===== config.mk =====
export PLATFORM = sky130hd
export DESIGN_NAME = csr_file
export DESIGN_NICKNAME = d
export VERILOG_FILES = /design/src/source/csr_pkg.sv /design/src/source/csr_access_decode.sv /design/src/source/csr_counter_bank.sv /design/src/source/csr_file.sv /design/src/source/csr_response.sv /design/src/source/csr_trap_bank.sv
export SDC_FILE = /design/constraint.sdc
export NUM_CORES = 1
export LEC_CHECK = 0
export BUFFER_PORTS_ARGS = -buffer_cell sky130_fd_sc_hd__buf_2
export CORE_MARGIN = 2
export CORE_UTILIZATION = 50
export CTS_BUF_LIST = sky130_fd_sc_hd__clkbuf_8
export CTS_CLUSTER_DIAMETER = 30
export DETAILED_ROUTE_END_ITERATION = 10
export GPL_TIMING_DRIVEN = 1
export PLACE_DENSITY_LB_ADDON = 0.05
export SETUP_SLACK_MARGIN = 0.3
export SLEW_MARGIN = 40
export SYNTH_ARGS = -nofsm -noshare
export SYNTH_HDL_FRONTEND = slang
export SYNTH_SLANG_ARGS = --single-unit

===== constraint.sdc =====
create_clock -name clk -period 12.15 [get_ports clk]
set_clock_uncertainty 0.2 [all_clocks]
set_input_delay 1.8225 -clock clk [delete_from_list [all_inputs] [get_ports clk]]
set_output_delay 1.8225 -clock clk [all_outputs]
set_load 0.02 [all_outputs]

===== src/source/csr_pkg.sv =====
package csr_pkg;

    // ==================================================
    // Widths and operation codes
    // ==================================================
    localparam int csr_addr_w = 12;
    localparam int xlen       = 32;

    // Code 00 is no operation
    localparam logic [1:0] csr_op_write = 2'b01;
    localparam logic [1:0] csr_op_set   = 2'b10;
    localparam logic [1:0] csr_op_clear = 2'b11;

    // Top two address bits set means read-only space
    localparam logic [1:0] csr_access_ro = 2'b11;

    // ==================================================
    // Machine CSR addresses
    // ==================================================
    localparam logic [csr_addr_w-1:0] csr_mstatus   = 12'h300;
    localparam logic [csr_addr_w-1:0] csr_mie       = 12'h304;
    localparam logic [csr_addr_w-1:0] csr_mtvec     = 12'h305;
    localparam logic [csr_addr_w-1:0] csr_mscratch  = 12'h340;
    localparam logic [csr_addr_w-1:0] csr_mepc      = 12'h341;
    localparam logic [csr_addr_w-1:0] csr_mcause    = 12'h342;
    localparam logic [csr_addr_w-1:0] csr_mtval     = 12'h343;
    localparam logic [csr_addr_w-1:0] csr_mcycle    = 12'hB00;
    localparam logic [csr_addr_w-1:0] csr_minstret  = 12'hB02;
    localparam logic [csr_addr_w-1:0] csr_mcycleh   = 12'hB80;
    localparam logic [csr_addr_w-1:0] csr_minstreth = 12'hB82;

    // Exception codes written to mcause
    localparam logic [xlen-1:0] cause_illegal_instruction = 32'd2;
    localparam logic [xlen-1:0] cause_breakpoint          = 32'd3;
    localparam logic [xlen-1:0] cause_misaligned_access   = 32'd4;
    localparam logic [xlen-1:0] cause_illegal_csr_access  = 32'd11;

    // ==================================================
    // Types
    // ==================================================
    typedef struct packed {
        logic [1:0] access;
        logic [1:0] privilege;
        logic [7:0] index;
    } t_csr_addr_fields;

    // Same 12 bits, seen as a flat address or by field
    typedef union packed {
        logic [csr_addr_w-1:0] raw;
        t_csr_addr_fields      fields;
    } t_csr_addr;

    typedef struct packed {
        logic            wren;
        logic            rden;
        logic [1:0]      op;
        t_csr_addr       addr;
        logic [xlen-1:0] imm;
        logic            imm_sel;
    } t_csr_inst;

    typedef struct packed {
        logic                  en;
        logic [1:0]            op;
        logic [csr_addr_w-1:0] addr;
        logic [xlen-1:0]       operand;
    } t_csr_write_req;

    typedef struct packed {
        logic            hit;
        logic [xlen-1:0] data;
    } t_csr_read_rsp;

    typedef struct packed {
        logic illegal_instruction;
        logic misaligned_access;
        logic illegal_csr_access;
        logic breakpoint;
        logic external_interrupt;
        logic timer_interrupt;
        logic mret;
    } t_trap_event;

    typedef struct packed {
        logic [xlen-1:0] mtvec;
        logic [xlen-1:0] mepc;
    } t_trap_vectors;

    typedef struct packed {
        logic            jump_en;
        logic [xlen-1:0] jump_addr;
        logic            return_en;
        logic [xlen-1:0] return_addr;
    } t_pc_update;

    // Write, set or clear applied to one register word
    function automatic logic [xlen-1:0] csr_apply(
        input logic [1:0]      op,
        input logic [xlen-1:0] cur,
        input logic [xlen-1:0] operand
    );
        logic [xlen-1:0] result;
        case (op)
            csr_op_write: result = operand;
            csr_op_set:   result = cur | operand;
            csr_op_clear: result = cur & ~operand;
            default:      result = cur;
        endcase
        return result;
    endfunction

endpackage


===== src/source/csr_access_decode.sv =====
`timescale 1ns/1ps

module csr_access_decode (
    input  csr_pkg::t_csr_inst              inst,
    input  logic [csr_pkg::xlen-1:0]        write_data,
    output csr_pkg::t_csr_write_req         write_req
);
    import csr_pkg::*;

    // ==================================================
    // Operand select and write filter
    // ==================================================
    logic            ro_space;
    logic [xlen-1:0] operand;

    // Access field 11 marks the read-only CSR range
    assign ro_space = (inst.addr.fields.access == csr_access_ro);

    // Immediate form (csrrwi and friends) or register form
    assign operand = inst.imm_sel ? inst.imm : write_data;

    always_comb begin
        write_req.en      = inst.wren && !ro_space;
        write_req.op      = inst.op;
        write_req.addr    = inst.addr.raw;
        write_req.operand = operand;
    end

endmodule


===== src/source/csr_counter_bank.sv =====
`timescale 1ns/1ps

module csr_counter_bank (
    input  logic                            clk,
    input  logic                            rst,
    input  csr_pkg::t_csr_write_req         write_req,
    input  logic [csr_pkg::csr_addr_w-1:0]  read_addr,
    input  logic                            instret_valid,
    output csr_pkg::t_csr_read_rsp          read_rsp
);
    import csr_pkg::*;

    logic [2*xlen-1:0] mcycle_q;
    logic [2*xlen-1:0] mcycle_d;
    logic [2*xlen-1:0] minstret_q;
    logic [2*xlen-1:0] minstret_d;

    logic wr_mcycle;
    logic wr_mcycleh;
    logic wr_minstret;
    logic wr_minstreth;

    // Next value of one 64-bit counter
    // A software access to a half replaces the increment for that half
    function automatic logic [2*xlen-1:0] count_next(
        input logic [2*xlen-1:0] cur,
        input logic              inc,
        input logic              wr_lo,
        input logic              wr_hi,
        input logic [1:0]        op,
        input logic [xlen-1:0]   operand
    );
        logic [xlen-1:0] lo;
        logic [xlen-1:0] hi;
        logic            carry;
        {carry, lo} = {1'b0, cur[xlen-1:0]} + {{xlen{1'b0}}, inc};
        if (wr_lo) begin
            lo    = csr_apply(op, cur[xlen-1:0], operand);
            carry = 1'b0;
        end
        if (wr_hi) begin
            hi = csr_apply(op, cur[2*xlen-1:xlen], operand);
        end else begin
            hi = cur[2*xlen-1:xlen] + {{(xlen-1){1'b0}}, carry};
        end
        return {hi, lo};
    endfunction

    // ==================================================
    // Write hits
    // ==================================================
    assign wr_mcycle    = write_req.en && (write_req.addr == csr_mcycle);
    assign wr_mcycleh   = write_req.en && (write_req.addr == csr_mcycleh);
    assign wr_minstret  = write_req.en && (write_req.addr == csr_minstret);
    assign wr_minstreth = write_req.en && (write_req.addr == csr_minstreth);

    // mcycle runs every clock, minstret on retire only
    assign mcycle_d   = count_next(mcycle_q, 1'b1, wr_mcycle, wr_mcycleh,
                                   write_req.op, write_req.operand);
    assign minstret_d = count_next(minstret_q, instret_valid, wr_minstret, wr_minstreth,
                                   write_req.op, write_req.operand);

    always_ff @(posedge clk) begin
        if (rst) begin
            mcycle_q   <= '0;
            minstret_q <= '0;
        end else begin
            mcycle_q   <= mcycle_d;
            minstret_q <= minstret_d;
        end
    end

    // ==================================================
    // Read port
    // ==================================================
    always_comb begin
        read_rsp.hit = 1'b1;
        case (read_addr)
            csr_mcycle:    read_rsp.data = mcycle_q[xlen-1:0];
            csr_mcycleh:   read_rsp.data = mcycle_q[2*xlen-1:xlen];
            csr_minstret:  read_rsp.data = minstret_q[xlen-1:0];
            csr_minstreth: read_rsp.data = minstret_q[2*xlen-1:xlen];
            default: begin
                read_rsp.hit  = 1'b0;
                read_rsp.data = '0;
            end
        endcase
    end

endmodule


===== src/source/csr_file.sv =====
`timescale 1ns/1ps

module csr_file (
    input  logic                            clk,
    input  logic                            rst,
    input  csr_pkg::t_csr_inst              csr_inst,
    input  logic [csr_pkg::xlen-1:0]        write_data,
    input  logic [csr_pkg::xlen-1:0]        pc,
    input  csr_pkg::t_trap_event            trap,
    input  logic                            instret_valid,
    output logic [csr_pkg::xlen-1:0]        read_data,
    output csr_pkg::t_pc_update             pc_update
);
    import csr_pkg::*;

    t_csr_write_req write_req;
    t_csr_read_rsp  counter_rsp;
    t_csr_read_rsp  trap_rsp;
    t_trap_vectors  vectors;

    csr_access_decode i_csr_access_decode (
        .inst       (csr_inst),
        .write_data (write_data),
        .write_req  (write_req)
    );

    // ==================================================
    // Register banks
    // ==================================================
    csr_counter_bank i_csr_counter_bank (
        .clk           (clk),
        .rst           (rst),
        .write_req     (write_req),
        .read_addr     (csr_inst.addr.raw),
        .instret_valid (instret_valid),
        .read_rsp      (counter_rsp)
    );

    csr_trap_bank i_csr_trap_bank (
        .clk       (clk),
        .rst       (rst),
        .write_req (write_req),
        .read_addr (csr_inst.addr.raw),
        .pc        (pc),
        .trap      (trap),
        .read_rsp  (trap_rsp),
        .vectors   (vectors)
    );

    csr_response i_csr_response (
        .rden        (csr_inst.rden),
        .counter_rsp (counter_rsp),
        .trap_rsp    (trap_rsp),
        .trap        (trap),
        .vectors     (vectors),
        .read_data   (read_data),
        .pc_update   (pc_update)
    );

endmodule


===== src/source/csr_response.sv =====
`timescale 1ns/1ps

module csr_response (
    input  logic                            rden,
    input  csr_pkg::t_csr_read_rsp          counter_rsp,
    input  csr_pkg::t_csr_read_rsp          trap_rsp,
    input  csr_pkg::t_trap_event            trap,
    input  csr_pkg::t_trap_vectors          vectors,
    output logic [csr_pkg::xlen-1:0]        read_data,
    output csr_pkg::t_pc_update             pc_update
);
    import csr_pkg::*;

    logic begin_trap;

    // ==================================================
    // Read data merge
    // ==================================================
    // Address ranges are disjoint so at most one bank hits
    always_comb begin
        read_data = '0;
        if (rden) begin
            if (trap_rsp.hit) begin
                read_data = trap_rsp.data;
            end else if (counter_rsp.hit) begin
                read_data = counter_rsp.data;
            end
        end
    end

    // ==================================================
    // Fetch redirect
    // ==================================================
    // Exceptions and both interrupt sources enter the handler
    assign begin_trap = trap.illegal_instruction || trap.misaligned_access ||
                        trap.illegal_csr_access || trap.breakpoint ||
                        trap.external_interrupt || trap.timer_interrupt;

    always_comb begin
        pc_update.jump_en     = begin_trap;
        pc_update.jump_addr   = vectors.mtvec;
        pc_update.return_en   = trap.mret;
        pc_update.return_addr = vectors.mepc;
    end

endmodule


===== src/source/csr_trap_bank.sv =====
`timescale 1ns/1ps

module csr_trap_bank (
    input  logic                            clk,
    input  logic                            rst,
    input  csr_pkg::t_csr_write_req         write_req,
    input  logic [csr_pkg::csr_addr_w-1:0]  read_addr,
    input  logic [csr_pkg::xlen-1:0]        pc,
    input  csr_pkg::t_trap_event            trap,
    output csr_pkg::t_csr_read_rsp          read_rsp,
    output csr_pkg::t_trap_vectors          vectors
);
    import csr_pkg::*;

    // Trap setup
    logic [xlen-1:0] mstatus;
    logic [xlen-1:0] mie;
    logic [xlen-1:0] mtvec;
    // Trap handling
    logic [xlen-1:0] mscratch;
    logic [xlen-1:0] mepc;
    logic [xlen-1:0] mcause;
    logic [xlen-1:0] mtval;

    logic            exception;
    logic [xlen-1:0] exc_cause;

    // ==================================================
    // Exception detect and cause priority
    // ==================================================
    assign exception = trap.breakpoint || trap.illegal_csr_access ||
                       trap.misaligned_access || trap.illegal_instruction;

    always_comb begin
        if (trap.breakpoint) begin
            exc_cause = cause_breakpoint;
        end else if (trap.illegal_csr_access) begin
            exc_cause = cause_illegal_csr_access;
        end else if (trap.misaligned_access) begin
            exc_cause = cause_misaligned_access;
        end else begin
            exc_cause = cause_illegal_instruction;
        end
    end

    // ==================================================
    // Register update
    // ==================================================
    always_ff @(posedge clk) begin
        if (rst) begin
            mstatus  <= '0;
            mie      <= '0;
            mtvec    <= '0;
            mscratch <= '0;
            mepc     <= '0;
            mcause   <= '0;
            mtval    <= '0;
        end else begin
            if (write_req.en) begin
                case (write_req.addr)
                    csr_mstatus:  mstatus  <= csr_apply(write_req.op, mstatus, write_req.operand);
                    csr_mie:      mie      <= csr_apply(write_req.op, mie, write_req.operand);
                    csr_mtvec:    mtvec    <= csr_apply(write_req.op, mtvec, write_req.operand);
                    csr_mscratch: mscratch <= csr_apply(write_req.op, mscratch, write_req.operand);
                    csr_mepc:     mepc     <= csr_apply(write_req.op, mepc, write_req.operand);
                    csr_mcause:   mcause   <= csr_apply(write_req.op, mcause, write_req.operand);
                    csr_mtval:    mtval    <= csr_apply(write_req.op, mtval, write_req.operand);
                    default: ;
                endcase
            end
            // Hardware capture comes last so it overrides a software write
            if (exception) begin
                mepc   <= pc;
                mcause <= exc_cause;
            end
        end
    end

    // ==================================================
    // Read port and vectors
    // ==================================================
    always_comb begin
        read_rsp.hit = 1'b1;
        case (read_addr)
            csr_mstatus:  read_rsp.data = mstatus;
            csr_mie:      read_rsp.data = mie;
            csr_mtvec:    read_rsp.data = mtvec;
            csr_mscratch: read_rsp.data = mscratch;
            csr_mepc:     read_rsp.data = mepc;
            csr_mcause:   read_rsp.data = mcause;
            csr_mtval:    read_rsp.data = mtval;
            default: begin
                read_rsp.hit  = 1'b0;
                read_rsp.data = '0;
            end
        endcase
    end

    assign vectors.mtvec = mtvec;
    assign vectors.mepc  = mepc;

endmodule


## After elaboration in Yosys (flattened, before gate mapping)

Cells that the tools add are included.

- Flip-flop bits (word level): 352
- Bits of input ports: 123
- Output and inout bits: 98
- Word-level logic and storage cells: 119

- Add/sub/neg operators: 4
- Eq/ne operators: 19
- Multiplexer cells: 34
- Bitwise operators: 23
- Reductions and logical operators: 28

Operators with widths:

| kind | number |
|---|---|
| 32-bit case mux with 3 select lines | 11 |
| 32-bit 2-to-1 mux | 16 |
| 32-bit AND | 11 |
| 32-bit OR | 11 |
| 32-bit case mux with 7 select lines | 1 |
| 32-bit case mux with 4 select lines | 1 |
| 12-bit by 10-bit equality test with 1-bit output, second input constant | 7 |
| 32-bit by 1-bit adder with 32-bit output | 2 |
| 12-bit equality test, second input constant | 4 |
| 32-bit by 1-bit adder with 33-bit output | 1 |
| 32-bit by 1-bit adder with 33-bit output, second input constant | 1 |
| 32-bit NOT | 1 |
| 3-bit AND reduction | 7 |
| 4-bit inequality test, second input constant | 4 |
| 1-bit logical OR | 8 |
| 7-bit OR reduction | 1 |
| 2-bit equality test, second input constant | 3 |
| 2-bit nonzero test | 3 |
| 1-bit logical AND | 5 |
| 1-bit 2-to-1 mux | 4 |
| 4-bit nonzero test | 1 |
| 4-bit OR reduction | 1 |
| 3-bit 2-to-1 mux | 1 |
| 3-bit nonzero test | 1 |
| other kinds (2) | 2 |

## Depth between registers and ports, before layout

Gate-level depths: netlist of the first run.

- Depth in word-level cells: 7
- Depth in mapped cells: 14
- Gate-level depth less buffers: 12

## Cells and area by module

From an unflattened synthesis of the first run, not the netlist that was laid out.

- Cell total of the unflattened synthesis: 2551
- Area, all modules: 21668.3 µm²

Modules (own cells, without submodules):

| module | instances | cells an instance | area an instance (µm²) | seq. area each (µm²) |
|---|---|---|---|---|
| csr_trap_bank | 1 | 1173 | 10642.7 | 4484.3 |
| csr_counter_bank | 1 | 1211 | 9400.3 | 2562.5 |
| csr_response | 1 | 116 | 968.4 | 0.0 |
| csr_access_decode | 1 | 51 | 656.9 | 0.0 |

## Worst setup path after synthesis of the first run

No wires, ideal clock.

- Path kind: in2out
- Start: input csr_inst[39] (netlist name)
- End: output read_data[1] (netlist name)
- Arrival time: 4065 ps
- Slack: 6063 ps
- Cell stages on the path: 9
- Cell sequence: buf_6 or4_1 buf_2 or4_4 buf_6 nor2_1 buf_2 a22oi_1 a31oi_1

- Word-level cells in the longest chain between the ends: 6
- Elaborated cells between the ends (all ways): 20
- Classes of those cells: eq/ne: 11; mux: 7; reduce/logical: 2

Ends and longest elaborated chain:

| what | RTL line | text |
|---|---|---|
| start: declaration | csr_file.sv:6 | `input csr_pkg::t_csr_inst csr_inst,` |
| 12-bit equality test | csr_counter_bank.sv:78 | `case (read_addr)` |
| 4-bit OR reduction (no source line) | -- |  |
| 1-bit 2-to-1 mux | csr_counter_bank.sv:78 |  |
| 32-bit 2-to-1 mux | csr_response.sv:25 | `end else if (counter_rsp.hit) begin` |
| 32-bit 2-to-1 mux (*) | csr_response.sv:23 | `if (trap_rsp.hit) begin` |
| 32-bit 2-to-1 mux (*) | csr_response.sv:22 | `if (rden) begin` |
| end: declaration | csr_file.sv:11 | `output logic [csr_pkg::xlen-1:0] read_data,` |

Mark *: on every way between the ends. The rest lies on a longest branch, timed or not.

## Worst setup path after layout of the first run

- Start: input csr_inst[39] (netlist name)
- End: output read_data[6] (netlist name)

The elaborated chain is that of the path after synthesis.

==> out/metrics.cfg, run 1 <==
[run_status]
outcome=completed

[clock_tree]
htreeDepth=3
cts_tree=done
clockBufferDepth=3
cts_resized=0
cts.sinks=352
clk-insertion-delay-late_ps=700
cts_buffers=93
root_buffer=clkbuf_8
postCtsHoldBufs=0
clk_pin_slew_ps=50
post_cts_buffers=0

[timing]
worstMarginPinSlew_ps=889.7
relSlewSlack=0.3899
fmax_mhz=144.1
rsz0062_at_grt=no
hold_violations=0
finalSetupTns_ps=0
finalCriticalPeriod_ps=6939
postLayoutSetupSlackWorst_ps=5211
drv_slew=0
setup_viol=0
min_period_over_period=0.5711

[yosys]
synth_cell_type_count=83
synth-simple-area-share=0.2023
synth_top_family_by_area=compound AO/OA/AOI/OAI gates
synth-edff-count=0
seq_area_frac_synth=0.3390
async_flop_share=0
synth-seq-cells=352
synth_area_sq_um=20790
syn_avg_cell_area_sq_um=7.757
yosys_warnings=0
syn_inst=2680
synth_fa_ha_area_frac=0.004213
synth_ff_type=dfxtp_1
syn-num-nets=2810
synth-xor-area-share=0.01390
synth_compound_area_frac=0.2982
synth_mux_area_frac=0.09047

[placed_design]
placed_area_sq_um=22240
dp_slack_ps=5259
gp_congestion=1.059
dp_hpwl_um=70450
io_buffers=218

[drt]
dr.pass1.iters=7
drt_wl_total_um=101900
drtAntennaViolNets=0
drcViolationCount=0
drt_iter0_drc=3245
drt-vias-per-instance=7.047
via_count=24100
post_drt_wl_per_cell_um=29.80

[power]
p_leak_nw=8.835
peakVddDrop_v=0.0001210
powerDensity_nw_per_um2=133.6

[die]
pin_count=221
die_h_um=207.9
initial_utilization=0.5079
dieArea_sq_um=43220
die_w_um=207.9
rows=74
core-area_sq_um=40920

[critical_path]
cp-start-kind=input port
cp-end-kind=primary output
crit_fanout=28
cp.arrival_ps=4920
crit_required_ps=10130
crit_type=input port to primary output

[grt]
grt_max_degree=104
antenna_found_initial=1
grt_usage=0.4527
overflow=0
grt_pass1_vias=22430
grt_pass1_wl_um=147800

[finish]
area_growth_pct=17.80
nets=2942
drive_gt1_frac=0.1839
fin_area_sq_um=24490

[min_path]
hold_path.class=flip-flop to flip-flop

[job]
max-cap-violations=0

-- Yosys cell counts, drive strengths merged, types with 15 or more instances --
master / n / share of area
nand4: 49 / 0.015
a221oi: 16 / 0.0067
xnor2: 15 / 0.0063
a311oi: 25 / 0.011
o22ai: 35 / 0.011
nand2: 303 / 0.055
and4: 20 / 0.0084
mux2: 23 / 0.012
a31oi: 31 / 0.0093
mux2i: 162 / 0.078
nor4: 28 / 0.011
and3: 29 / 0.0087
o31ai: 16 / 0.0058
nand3: 72 / 0.017
o21ai: 233 / 0.056
o221ai: 17 / 0.0072
a21oi: 285 / 0.069
clkbuf: 199 / 0.036
or3: 23 / 0.0072
xor2: 18 / 0.0076
nor2: 190 / 0.034
o211ai: 15 / 0.0054
nor3: 65 / 0.017
a22oi: 19 / 0.0069
o31a: 22 / 0.0093
dfxtp: 352 / 0.34
a211oi: 134 / 0.048
buf: 50 / 0.013
a21o: 23 / 0.0083
and2: 34 / 0.010
-- worst max-delay path, stage by stage --
cell and delay [ps]:
buf_2 100, buf_4 270, or4_1 770, or4_4 780, nor2_1 380, buf_4 290
a22oi_1 90, a31oi_1 200, buf_2 200
-- cell type report --
cell class                      instances  area, sq um
Fill cell                            3792        16440
Sequential cell                       352         7047
Clock buffer                          114         1569
Timing Repair Buffer                  286         1634
Tap cell                              532        665.6
Clock inverter                         56        645.6
Multi-Input combinational cell       2064        12870
Antenna cell                            1        2.502
Inverter                               15        56.30
-- registers in the layout, summed over array words and instances (netlist names) --
name and count:
i_csr_counter_bank.mcycle_q 64, i_csr_trap_bank.mtval 32, i_csr_trap_bank.mscratch 32, i_csr_trap_bank.mstatus 32, i_csr_trap_bank.mepc 32, i_csr_counter_bank.minstret_q 64
i_csr_trap_bank.mtvec 32, i_csr_trap_bank.mcause 32, i_csr_trap_bank.mie 32
-- per-stage QoR --
step / util / cells / power [mW] / hold slack (ps)
floorplan: - / 2680 / 1.351 / 244.3
global placement: 0.5409 / 3249 / 1.477 / 255.1
detailed placement: 0.5433 / 3249 / 1.482 / 264.8
CTS: 0.5974 / 3419 / 3.253 / 272.0
global route: 0.5983 / 3419 / 3.335 / 288.4
finish: 0.5984 / 3420 / 3.270 / 272.6
-- metal layers --
layer | share of wire | GRT usage | wire [um]
met1 | 0.38 | 0.5905 | 38610
met2 | 0.42 | 0.6601 | 42550
met3 | 0.14 | 0.1549 | 14610
met4 | 0.060 | 0.2360 | 6142
met5 | 0 | 0 | 0
-- power breakdown --
| part | leakage [nW] | internal, mW | switching [mW] |
|---|---|---|---|
| Sequential | 2.84 | 1.17 | 0.0105 |
| Clock | 1.19 | 1.13 | 0.660 |
| Combinational | 4.80 | 0.0759 | 0.227 |
-- cells in the final DEF, fill, tap and decap left out, drive strengths merged, types with 17 or more instances in the layout --
cell type and instances:
nor3 65, a311oi 25, mux2i 162, inv 38, clkbuf 114, nor2 190, buf 286, nand4 49
a21o 23, o221ai 17, xor2 18, a22oi 19, and3 29, and4 20, or3 23, o21ai 233
and2 34, a211oi 134, mux2 23, nor4 28, o22ai 35, o31a 22, dfxtp 352, a31oi 31
a21oi 285, nand2 303, nand3 72
-- worst paths after layout --
check                                               startpoint                               to  slack, ps  cells after the start
worst min-delay path              i_csr_trap_bank.mscratch[31]     i_csr_trap_bank.mscratch[31]        270                      2
worst max-delay path                              csr_inst[39]                     read_data[6]       5210                      9
worst max register to register  i_csr_counter_bank.mcycle_q[1]  i_csr_counter_bank.mcycle_q[52]       7360                     12
worst min register to register    i_csr_trap_bank.mscratch[31]     i_csr_trap_bank.mscratch[31]        270                      2
-- kinds of logic (layout without fill, tap and decap cells) --
family	count (synthesis)	in the layout
AO/OA/AOI/OAI	976	976
AND/OR/NAND/NOR	863	863
flip-flops	352	352
buffers and inverters	264	471
multiplexers	185	185
XOR/XNOR	33	33
adder cells (fa/ha/maj)	7	7
other	0	1
Power figures use the tool's default switching activity.
==> inputs of run 2 (changes only) <==
Clock period 12.15 ns to 5.8 ns, I/O delays scaled along.
==> run 2 against run 1 <==
Clock power up 130%. Count of clock-buffer cells in the layout shrank 2. Via count up 0.54%. Global-route usage is 0.48 points higher. Critical path depth fell by 1. Core utilization rose by 0.94 points. Critical path type unchanged. Largest power group unchanged. Highest routed layer is now met5.
==> out/metrics.cfg, run 2 (synthesis results as in run 1) <==
[timing]
min_period_over_period=0.8655
hold_slack_ps=197.3  ; was 272.6 ps
hold_violations=0  ; unchanged
relSlewSlack=0.3703  ; was 0.3899
finalCriticalPeriod_ps=5020
drv_slew=0  ; unchanged
finalSetupTns_ps=0  ; unchanged
setup_viol=0  ; unchanged
rsz0062_at_grt=no  ; unchanged
postLayoutSetupSlackWorst_ps=779.8  ; was 5211 ps
fmax_mhz=199.2
worstMarginPinSlew_ps=937.4  ; was 889.7 ps

[clock_tree]
postCtsHoldBufs=0  ; unchanged
htreeDepth=3  ; unchanged
post_cts_buffers=0  ; unchanged
cts.sinks=352  ; unchanged
clk-insertion-delay-late_ps=710  ; was 700 ps
cts_buffers=97  ; was 93
cts_resized=0  ; unchanged
clockBufferDepth=3  ; unchanged
root_buffer=clkbuf_8  ; unchanged
clk_pin_slew_ps=60  ; was 50 ps
cts_tree=done  ; unchanged

[critical_path]
r2r_slack_ps=1320  ; was 7360 ps
cp-end-kind=primary output  ; unchanged
rr_worst_depth=13  ; was 12
cp.arrival_ps=3950  ; was 4920 ps
crit_required_ps=4730  ; was 10130 ps
r2r_end=i_csr_counter_bank.mcycle_q[52]  ; unchanged
cp-start-kind=input port  ; unchanged
timing.rr.start=i_csr_counter_bank.mcycle_q[0]  ; was i_csr_counter_bank.mcycle_q[1]
crit_fanout=24  ; was 28
crit_type=input port to primary output  ; unchanged

[die]
dieArea_sq_um=43220  ; unchanged
pin_count=221  ; unchanged
initial_utilization=0.5079  ; unchanged
die_w_um=207.9  ; unchanged
rows=74  ; unchanged
die_h_um=207.9  ; unchanged
core-area_sq_um=40920  ; unchanged

[drt]
routed-wl-met2_um=42500  ; was 42550 um
drt-vias-per-instance=7.024  ; was 7.047
drtAntennaViolNets=0  ; unchanged
drt_wl_total_um=103000  ; was 101900 um
dr.pass1.iters=6  ; was 7
wirelength_met1_um=39900  ; was 38610 um
via_count=24230  ; was 24100
dr_wl_met3_um=14530  ; was 14610 um
highest_layer=met5  ; was met4
drt_iter0_drc=3478  ; was 3245
drcViolationCount=0  ; unchanged
post_drt_wl_per_cell_um=29.87  ; was 29.80 um

[placed_design]
placed_area_sq_um=22380  ; was 22240 sq um
io_buffers=218  ; unchanged
dp_hpwl_um=72050  ; was 70450 um
gp_congestion=1.030  ; was 1.059
dp_slack_ps=915.4  ; was 5259 ps

[job]
max-cap-violations=0  ; unchanged

[min_path]
hold_depth=3  ; was 2
whs_endpoint=i_csr_trap_bank.mepc[10]  ; was i_csr_trap_bank.mscratch[31]
worstHoldStart=pc[10]  ; was i_csr_trap_bank.mscratch[31]
hold_path.class=input port to flip-flop  ; was flip-flop to flip-flop

[grt]
overflow=0  ; unchanged
grt_pass1_vias=22430  ; about the same
antenna_found_initial=3  ; was 1
grt_pass1_wl_um=148900  ; was 147800 um
grt_max_degree=176  ; was 104
grt_usage=0.4575  ; was 0.4527

[power]
peakVddDrop_v=0.0002678  ; was 0.0001210 V
powerDensity_nw_per_um2=291.6  ; was 133.6 nW/um^2
p_leak_nw=8.994  ; was 8.835 nW

[finish]
fin_area_sq_um=24870  ; was 24490 sq um
nets=2966  ; was 2942
drive_gt1_frac=0.1960  ; was 0.1839
final_common_cell=dfxtp_1  ; unchanged
layout_common_cells=352 x dfxtp_1, 300 x nand2_1, 285 x a21oi_1  ; unchanged
reg_top3=i_csr_counter_bank.mcycle_q (64), i_csr_counter_bank.minstret_q (64)  ; unchanged
fin_util=0.6078  ; was 0.5984
area_growth_pct=19.66  ; was 17.80%
antenna_cells=0  ; was 1

[run_status]
outcome=completed  ; unchanged

run 2: cell count changes in the layout (fill, tap and decap cells not counted), moves of 3 or more:
cell and delta:
buf_4 +17, bufinv_16 +7, clkinv_2 +11, inv_1 -7, mux2i_1 -3, mux2i_2 +4, nor3_1 +4, nor3_2 -3
run 2: final cells by class:
class,count,area (sq um)
Fill cell,3734,16050
Sequential cell,352,7047
Multi-Input combinational cell,2064,12860
Timing Repair Buffer,306,1817
Tap cell,532,665.6
Inverter,15,56.30
Clock buffer,112,1541
Clock inverter,69,889.6
run 2: where the power goes:
group | internal [mW] | leakage, nW | total, mW | switching, mW
Sequential | 2.44 | 2.84 | 2.46 | 0.0218
Combinational | 0.167 | 4.87 | 0.647 | 0.480
Clock | 2.68 | 1.28 | 4.14 | 1.46
run 2: worst max path at each step:
stage / slack, ps / end / depth (start not counted) / from
after CTS: 900 / read_data[20] / 8 / csr_inst[43]
after detailed placement: 920 / read_data[20] / 8 / csr_inst[43]
after global placement: 970 / read_data[20] / 8 / csr_inst[43]
after floorplan: 1620 / read_data[1] / 9 / csr_inst[39]
final: 780 / read_data[20] / 8 / csr_inst[43]
after global routing: 810 / read_data[20] / 8 / csr_inst[43]
run 2: metrics by stage:
| step | power (mW) | std cells |
|---|---|---|
| floorplan | 2.831 | 2680 |
| global placement | 3.105 | 3267 |
| detailed placement | 3.114 | 3268 |
| CTS | 7.205 | 3449 |
| global route | 7.386 | 3450 |
| finish | 7.253 | 3450 |
run 2: routing by layer:
layer,vias up,track usage
met5,-,0
met4,4,0.2438
met3,361,0.1473
met2,1971,0.6537
met1,11490,0.6117
li1,10400,-
run 2: worst max-delay path: stages:
cell	delay, ps
buf_2	120
or4bb_1	770
or4_4	820
nor2_1	520
buf_4	300
a22oi_1	100
a31oi_1	210
buf_2	200
